===== src/source/mem_pkg.sv =====
/* memory data path shared constants */

package mem_pkg;

    // ------------------------------------------------------------------------
    // cpu side widths
    localparam int addr_w      = 32;             // byte address
    localparam int word_addr_w = 30;             // avalon address bits 31..2
    localparam int read_len_w  = 4;              // read_length, 1 to 8 bytes
    localparam int write_len_w = 3;              // write_length, 1 to 4 bytes
    localparam int read_w      = 64;             // read_data

    // ------------------------------------------------------------------------
    // bus side widths
    localparam int bus_w       = 32;             // avalon data word
    localparam int bus_bytes   = bus_w / 8;      // lanes per word
    localparam int burst_w     = 4;              // avm_burstcount

    // ------------------------------------------------------------------------
    // request span, worst case is 8 bytes starting at offset 3
    localparam int max_beats   = 3;              // words one request can touch
    localparam int lane_bytes  = max_beats * bus_bytes;  // 12 lanes
    localparam int lane_w      = lane_bytes * 8;          // 96 bits
    localparam int beats_w     = 2;              // holds 1..max_beats

endpackage


===== src/source/mem_link_if.sv =====
/* four-phase request link */

interface mem_link_if;
    import mem_pkg::*;

    logic                   req;         // master request, level
    logic                   ack;         // slave acknowledge, level
    logic                   write;       // 1 write, 0 read
    logic [word_addr_w-1:0] address;     // first word of the span
    logic [beats_w-1:0]     beats;       // words in the span, 1..3
    logic [lane_bytes-1:0]  byteenable;  // one bit per byte lane
    logic [lane_w-1:0]      writedata;   // lanes already aligned
    logic [lane_w-1:0]      readdata;    // raw words, lane 0 first

    // request side
    modport master (
        output req, write, address, beats, byteenable, writedata,
        input  ack, readdata
    );

    // serving side
    modport slave (
        input  req, write, address, beats, byteenable, writedata,
        output ack, readdata
    );

endinterface


===== src/source/mem_request.sv =====
/* read/write request formatter */

module mem_request (
    input  logic                            clk,
    input  logic                            rst_n,

    input  logic                            read_do,
    input  logic [mem_pkg::addr_w-1:0]      read_address,
    input  logic [mem_pkg::read_len_w-1:0]  read_length,
    output logic                            read_done,
    output logic [mem_pkg::read_w-1:0]      read_data,

    input  logic                            write_do,
    input  logic [mem_pkg::addr_w-1:0]      write_address,
    input  logic [mem_pkg::write_len_w-1:0] write_length,
    input  logic [mem_pkg::bus_w-1:0]       write_data,
    output logic                            write_done,

    mem_link_if.master                      link
);
    import mem_pkg::*;

    logic [addr_w-1:0]     sel_address;  // address of the winning request
    logic [read_len_w-1:0] sel_length;   // length, writes zero extended
    logic [3:0]            span;         // offset + length rounded up
    logic [lane_bytes-1:0] len_mask;     // length ones, unshifted
    logic                  accept;       // take a new do this cycle
    logic                  complete;     // ack seen while req still up

    logic [1:0]            offset;       // byte offset in the first word
    logic [read_len_w-1:0] length;       // kept for the result mask
    logic [lane_w-1:0]     shifted;      // readdata moved down to lane 0
    logic [read_w-1:0]     extracted;    // shifted with tail bytes cleared

    // ------------------------------------------------------------------------
    // arbitration and formatting

    // write wins, so a read of the same bytes waits for the new data
    assign sel_address = write_do ? write_address : read_address;
    assign sel_length  = write_do ? read_len_w'(write_length) : read_length;

    // idle only once the previous handshake is fully closed
    assign accept   = (read_do || write_do) && !link.req && !link.ack
                      && !read_done && !write_done;
    assign complete = link.req && link.ack;

    assign span     = 4'(sel_address[1:0]) + 4'(sel_length) + 4'd3;  // ceil in bits 3..2
    assign len_mask = (lane_bytes'(1) << sel_length) - lane_bytes'(1);

    // ------------------------------------------------------------------------
    // result extraction

    assign shifted = link.readdata >> {offset, 3'b000};

    always_comb begin
        for (int i = 0; i < read_w / 8; i++) begin
            // bytes past read_length read as zero
            extracted[i*8 +: 8] = (i < length) ? shifted[i*8 +: 8] : 8'h00;
        end
    end

    // ------------------------------------------------------------------------
    // handshake control

    always_ff @(posedge clk) begin
        if (!rst_n) begin
            link.req   <= 1'b0;
            read_done  <= 1'b0;
            write_done <= 1'b0;
        end else begin
            read_done  <= 1'b0;                  // done is a single pulse
            write_done <= 1'b0;
            if (accept) begin
                link.req <= 1'b1;                // cycle after the do
            end else if (complete) begin
                link.req   <= 1'b0;              // phase 3
                read_done  <= !link.write;
                write_done <= link.write;
            end
        end
    end

    // payload, held from accept until the next accept
    always_ff @(posedge clk) begin
        if (accept) begin
            link.write      <= write_do;
            link.address    <= sel_address[addr_w-1:2];
            link.beats      <= span[3:2];        // 1..3 words
            link.byteenable <= len_mask << sel_address[1:0];
            link.writedata  <= lane_w'(write_data) << {sel_address[1:0], 3'b000};
            offset          <= sel_address[1:0];
            length          <= sel_length;
        end
        if (complete && !link.write) begin
            read_data <= extracted;              // valid with read_done
        end
    end

endmodule


===== src/source/mem_link.sv =====
/* registered link slice */

module mem_link (
    input  logic       clk,
    input  logic       rst_n,
    mem_link_if.slave  up,
    mem_link_if.master down
);
    import mem_pkg::*;

    logic              wait_fall;   // down req dropped, waiting for ack low
    logic              idle;        // no handshake on either side
    logic [lane_w-1:0] read_hold;   // words returned from below

    // one-hot progress, the three flags never overlap
    assign idle = !down.req && !wait_fall && !up.ack;

    assign up.readdata = read_hold;

    // ------------------------------------------------------------------------
    // sequencing, downstream handshake closes before upstream ack rises

    always_ff @(posedge clk) begin
        if (!rst_n) begin
            down.req  <= 1'b0;
            wait_fall <= 1'b0;
            up.ack    <= 1'b0;
        end else begin
            if (idle && up.req) begin
                down.req <= 1'b1;                // one cycle after up req
            end else if (down.req && down.ack) begin
                down.req  <= 1'b0;
                wait_fall <= 1'b1;
            end else if (wait_fall && !down.ack) begin
                wait_fall <= 1'b0;
                up.ack    <= 1'b1;               // one cycle after down ack falls
            end else if (up.ack && !up.req) begin
                up.ack <= 1'b0;                  // back to idle
            end
        end
    end

    // ------------------------------------------------------------------------
    // payload registers

    always_ff @(posedge clk) begin
        if (idle && up.req) begin
            down.write      <= up.write;
            down.address    <= up.address;
            down.beats      <= up.beats;
            down.byteenable <= up.byteenable;
            down.writedata  <= up.writedata;
        end
        if (down.req && down.ack) begin
            read_hold <= down.readdata;          // kept until up side closes
        end
    end

endmodule


===== src/source/avalon_burst.sv =====
/* avalon master burst engine */

module avalon_burst (
    input  logic                             clk,
    input  logic                             rst_n,

    mem_link_if.slave                        link,

    output logic [mem_pkg::word_addr_w-1:0]  avm_address,
    output logic [mem_pkg::bus_w-1:0]        avm_writedata,
    output logic [mem_pkg::bus_bytes-1:0]    avm_byteenable,
    output logic [mem_pkg::burst_w-1:0]      avm_burstcount,
    output logic                             avm_write,
    output logic                             avm_read,
    input  logic                             avm_waitrequest,
    input  logic                             avm_readdatavalid,
    input  logic [mem_pkg::bus_w-1:0]        avm_readdata
);
    import mem_pkg::*;

    logic [beats_w-1:0] beat;        // current word of the burst
    logic               collect;     // read command taken, data pending
    logic               last_beat;   // beat is the final word
    logic               start;       // new request from the link
    logic               read_word;   // a read data beat lands this cycle

    assign last_beat = (beat == beats_w'(link.beats - 1'b1));
    assign start     = link.req && !link.ack && !avm_write && !avm_read && !collect;
    assign read_word = collect && avm_readdatavalid;

    // ------------------------------------------------------------------------
    // bus command, all fields held by the link until ack falls

    assign avm_address    = link.address;              // burst start word
    assign avm_burstcount = burst_w'(link.beats);
    assign avm_writedata  = link.writedata[beat*bus_w +: bus_w];

    // reads fetch whole words, lanes are picked out upstream
    assign avm_byteenable = avm_read ? {bus_bytes{1'b1}}
                                     : link.byteenable[beat*bus_bytes +: bus_bytes];

    // ------------------------------------------------------------------------
    // burst sequencer

    always_ff @(posedge clk) begin
        if (!rst_n) begin
            avm_write <= 1'b0;
            avm_read  <= 1'b0;
            collect   <= 1'b0;
            link.ack  <= 1'b0;
            beat      <= '0;
        end else begin
            if (start) begin
                beat      <= '0;
                avm_write <= link.write;
                avm_read  <= !link.write;
            end else if (avm_write && !avm_waitrequest) begin
                if (last_beat) begin
                    avm_write <= 1'b0;
                    link.ack  <= 1'b1;           // last write beat accepted
                end else begin
                    beat <= beat + 1'b1;
                end
            end else if (avm_read && !avm_waitrequest) begin
                avm_read <= 1'b0;                // single command per burst
                collect  <= 1'b1;
            end else if (read_word) begin
                if (last_beat) begin
                    collect  <= 1'b0;
                    link.ack <= 1'b1;            // last read word in
                end else begin
                    beat <= beat + 1'b1;
                end
            end else if (link.ack && !link.req) begin
                link.ack <= 1'b0;                // phase 4
            end
        end
    end

    // returned words, lane 0 word first
    always_ff @(posedge clk) begin
        if (read_word) begin
            link.readdata[beat*bus_w +: bus_w] <= avm_readdata;
        end
    end

endmodule


===== src/source/memory_data.sv =====
/* cpu memory data path */

module memory_data (
    input  logic                             clk,
    input  logic                             rst_n,

    // ------------------------------------------------------------------------
    // cpu read port
    input  logic                             read_do,
    output logic                             read_done,
    input  logic [mem_pkg::addr_w-1:0]       read_address,
    input  logic [mem_pkg::read_len_w-1:0]   read_length,
    output logic [mem_pkg::read_w-1:0]       read_data,

    // ------------------------------------------------------------------------
    // cpu write port
    input  logic                             write_do,
    output logic                             write_done,
    input  logic [mem_pkg::addr_w-1:0]       write_address,
    input  logic [mem_pkg::write_len_w-1:0]  write_length,
    input  logic [mem_pkg::bus_w-1:0]        write_data,

    // ------------------------------------------------------------------------
    // avalon master
    output logic [mem_pkg::word_addr_w-1:0]  avm_address,
    output logic [mem_pkg::bus_w-1:0]        avm_writedata,
    output logic [mem_pkg::bus_bytes-1:0]    avm_byteenable,
    output logic [mem_pkg::burst_w-1:0]      avm_burstcount,
    output logic                             avm_write,
    output logic                             avm_read,
    input  logic                             avm_waitrequest,
    input  logic                             avm_readdatavalid,
    input  logic [mem_pkg::bus_w-1:0]        avm_readdata
);

    mem_link_if link_up ();      // request side to slice
    mem_link_if link_down ();    // slice to bus side

    mem_request mem_request_inst (
        .clk            (clk),
        .rst_n          (rst_n),
        .read_do        (read_do),
        .read_address   (read_address),
        .read_length    (read_length),
        .read_done      (read_done),
        .read_data      (read_data),
        .write_do       (write_do),
        .write_address  (write_address),
        .write_length   (write_length),
        .write_data     (write_data),
        .write_done     (write_done),
        .link           (link_up.master)
    );

    mem_link mem_link_inst (
        .clk            (clk),
        .rst_n          (rst_n),
        .up             (link_up.slave),
        .down           (link_down.master)
    );

    avalon_burst avalon_burst_inst (
        .clk                (clk),
        .rst_n              (rst_n),
        .link               (link_down.slave),
        .avm_address        (avm_address),
        .avm_writedata      (avm_writedata),
        .avm_byteenable     (avm_byteenable),
        .avm_burstcount     (avm_burstcount),
        .avm_write          (avm_write),
        .avm_read           (avm_read),
        .avm_waitrequest    (avm_waitrequest),
        .avm_readdatavalid  (avm_readdatavalid),
        .avm_readdata       (avm_readdata)
    );

endmodule


===== config.mk =====
export PLATFORM = sky130hd
export DESIGN_NAME = memory_data
export DESIGN_NICKNAME = d
export VERILOG_FILES = /design/src/source/mem_pkg.sv /design/src/source/mem_link_if.sv /design/src/source/mem_request.sv /design/src/source/mem_link.sv /design/src/source/avalon_burst.sv /design/src/source/memory_data.sv
export SDC_FILE = /design/constraint.sdc
export NUM_CORES = 1
export LEC_CHECK = 0
export CAP_MARGIN = 5
export CORE_ASPECT_RATIO = 1.1
export CORE_MARGIN = 3
export CORE_UTILIZATION = 39
export CTS_CLUSTER_SIZE = 8
export DETAILED_ROUTE_END_ITERATION = 8
export DONT_BUFFER_PORTS = 1
export PLACE_DENSITY = 0.51
export SKIP_LAST_GASP = 1
export SLEW_MARGIN = 10
export SYNTH_ARGS = -nofsm -noshare
export SYNTH_HDL_FRONTEND = slang
export SYNTH_SLANG_ARGS = --single-unit
export TNS_END_PERCENT = 5

===== constraint.sdc =====
create_clock -name clk -period 10.2 [get_ports clk]
set_input_delay 1.02 -clock clk [delete_from_list [all_inputs] [get_ports clk]]
set_output_delay 1.02 -clock clk [all_outputs]
set_load 0.02 [all_outputs]

==> impl_metrics.tcl <==
set metrics [dict create \
    initial_core_util_pct 39.6 \
    maxCapViolCount 0 \
    fin_setup_tns_ps 0 \
    cts.sinks 460 \
    io_pins 279 \
    clk_pin_slew_ps 50 \
    fin_area_um2 21500 \
    synthAdderAreaFrac_pct 0.502 \
    synth-edff-count 448 \
    dp_hpwl_um 26600 \
    insertion_delay_ps 580 \
    ir_drop_mv 0.112 \
    slew_viol_final 0 \
    cts_root_buf "clkbuf_16" \
    grt_antenna_before_repair 3 \
    setup-violations-final 0 \
    cp_cell_sequence "buf_4, mux2i_1, o21ai_0" \
    top_layer_used "met5" \
    worst_pin_slew_ps 1090 \
    row_count 84 \
    slowest_stage "o21ai_0" \
    yosys.area_share.xor_xnor_pct 0.231 \
    crit_type "flop to primary output" \
    cellPowerDensity_nw_per_um2 208 \
    diodes 0 \
    wl_met2_um 19600 \
    numCtsBuffers 67 \
    placed_area_um2 19700 \
    die_area_um2 51300 \
    min_path_type "flop to flop" \
    finalPower_mw 4.47 \
    detail_route.wl_per_cell_um 22.1 \
    yosysWarnings 0 \
    port_buffers 0 \
    cp-end-kind "primary output" \
    cp.arrival_ps 2410 \
    postCtsSetupBuffers 0 \
    grt_pass1_wl_um 59700 \
    critPathMaxFanout 29 \
    outcome "finished, final reports clean" \
    synth_area_um2 19000 \
    critPathMaxStageDelay_ps 790 \
    route.detailed.drc 0 \
    yosysSeqAreaShare_pct 72.2 \
    vias_per_cell 5.10 \
    area_delta_synth_final_pct 13.4 \
    async_flop_share_pct 0 \
    finalCriticalPeriod_ps 3430 \
    core_area_um2 47900 \
    drive_above_1_share_pct 18.2 \
    grt_usage_pct 15.5 \
    maxSlewHeadroom_pct 26.7 \
    grt_pass1_vias 9590 \
    grt_overflow_total 0 \
    cts_tree "done" \
    synthSimpleGateAreaFrac_pct 9.20 \
    cp_top_family "compound AO/OA/AOI/OAI gates" \
    met3WireLength_um 3030 \
    wl_met1_um 16200 \
    crit_buf_inv 1 \
    dr.first_iter.drc_count 645 \
    cts_max_path_buffers 3 \
    post_cts_resized 0 \
    nets 1283 \
    skew_ps 15.6 \
    ys_ff_latch 460 \
    cp.required_ps 9180 \
    syn_inst 1101 \
    synth_ff_type "edfxtp_1" \
    critPathLaunchType "flop" \
    die_h_um 237 \
    syn_area_per_cell_um2 17.2 \
    holdBufCountCts 0 \
    utilization_pct 44.8 \
    n_fill_cell 4198 \
    hold_viol_final 0 \
    synth_top_family_by_area "multiplexers" \
    fmax_mhz 292 \
    place.gp.congestion 0.791 \
    via_count 9147 \
    routed_wl_um 39700 \
    grt_max_degree 79 \
    antenna_left 0 \
    synthMuxAreaShare_pct 13.4 \
    post-route-period-util_pct 33.6 \
    synth_compound_area_share_pct 2.65 \
    leakagePower_nw 6.80 \
    dr.pass1.iters 5 \
    rsz0062_at_grt "no" \
    synth_cell_types 55 \
    die_w_um 216 \
    htreeDepth 3 \
]
routing by layer:
layer,track usage (%),vias up
li1,-,4256
met1,19.2,4530
met2,25.2,288
met3,5.41,67
met4,5.93,6
met5,0,-
stage by stage:
step	hold slack [ps]	worst slack, ps	std cells
floorplan	400	1630	1102
global placement	400	6870	1711
CTS	408	6650	1794
finish	408	6770	1794
detailed placement	405	6790	1711
global route	412	6570	1794
registers in the layout, summed over array words and instances, names as in the netlist, 2 cells and up:
register and cells:
mem_request_inst.offset 2, mem_link_inst.down.byteenable 12, mem_link_inst.down.address 30, avalon_burst_inst.link.readdata 88
mem_request_inst.length 4, avalon_burst_inst.beat 2, mem_request_inst.link.beats 2, mem_link_inst.up.readdata 88
mem_link_inst.down.writedata 56, mem_request_inst.link.address 30, mem_link_inst.down.beats 2, mem_request_inst.read_data 64
mem_request_inst.link.byteenable 12, mem_request_inst.link.writedata 56
where the power goes:
group / switching [mW] / leakage (nW) / internal (mW) / total, mW
clock: 0.766 / 0.887 / 1.18 / 1.95
sequential: 0.0476 / 4.00 / 2.19 / 2.24
combinational: 0.178 / 1.91 / 0.107 / 0.285
worst paths after layout:
check                                            from                          endpoint  slack, ps  depth (start not counted)
hold reg to reg   mem_request_inst.link.byteenable[9]  mem_link_inst.down.byteenable[9]        410                          0
setup reg to reg           mem_request_inst.offset[0]    mem_request_inst.read_data[24]       7240                          3
hold / removal    mem_request_inst.link.byteenable[9]  mem_link_inst.down.byteenable[9]        410                          0
setup / recovery            avalon_burst_inst.beat[0]                 avm_byteenable[2]       6770                          3
logic make-up after synthesis:
kind of cell,after synthesis
xor gates and xnor gates,5
buffers and inverters,67
adders and majority gates,7
other,1
muxes,166
and+or+nand+nor,315
DFF,460
AOI/OAI and AO/OA,80
cell type report:
type / count / area (um^2) / share of cell area [%]
Multi-Input combinational cell: 575 / 4980 / 23.2
Inverter: 12 / 45.0 / 0.210
Clock buffer: 76 / 1710 / 7.96
Clock inverter: 7 / 116 / 0.541
Sequential cell: 460 / 13700 / 63.7
Timing Repair Buffer: 19 / 143 / 0.664
Tap cell: 645 / 807 / 3.75
cells in the mapped netlist, drive strengths merged (2+ instances only):
cell type  number  share of area [%]
o32ai           2              0.092
mux2           30                1.8
buf            38                1.2
nor3b           5               0.20
nor2           62                1.2
mux4           64                7.6
nand3           2              0.053
a21oi          16               0.42
edfxtp        448                 71
nor3            7               0.18
dfxtp          12                1.3
and2b           5               0.20
inv            12               0.24
o2bb2ai         3               0.14
o211a           2               0.11
a221oi          2               0.13
xnor2           4               0.18
and3           11               0.36
nor2b          64                2.1
mux2i          72                4.0
nand4           2              0.066
clkbuf         17               0.34
a21boi          3               0.12
nand2b          6               0.20
nor4            4               0.13
nand2          34               0.67
a31oi           3              0.099
and2          108                3.6
ha              6               0.40
o21a            4               0.16
o21ai          32               0.86
a211oi          6               0.24
cells in the final DEF (no fill, tap or decap), drive strengths merged, types with 2 or more instances in the layout:
cell	n
xnor2	4
nand2b	6
mux4	64
a21oi	16
and3	11
a21boi	3
a31oi	3
ha	6
and2b	5
o2bb2ai	3
and2	108
a211oi	6
o211a	2
o32ai	2
clkbuf	76
a221oi	2
nor3b	5
nand4	2
nor4	4
nor3	7
edfxtp	448
nand3	2
conb	2
mux2	30
buf	19
inv	15
clkinv	4
o21ai	32
mux2i	72
nor2	62
nor2b	64
o21a	4
dfxtp	12
nand2	34
Power figures use the tool's default switching activity.
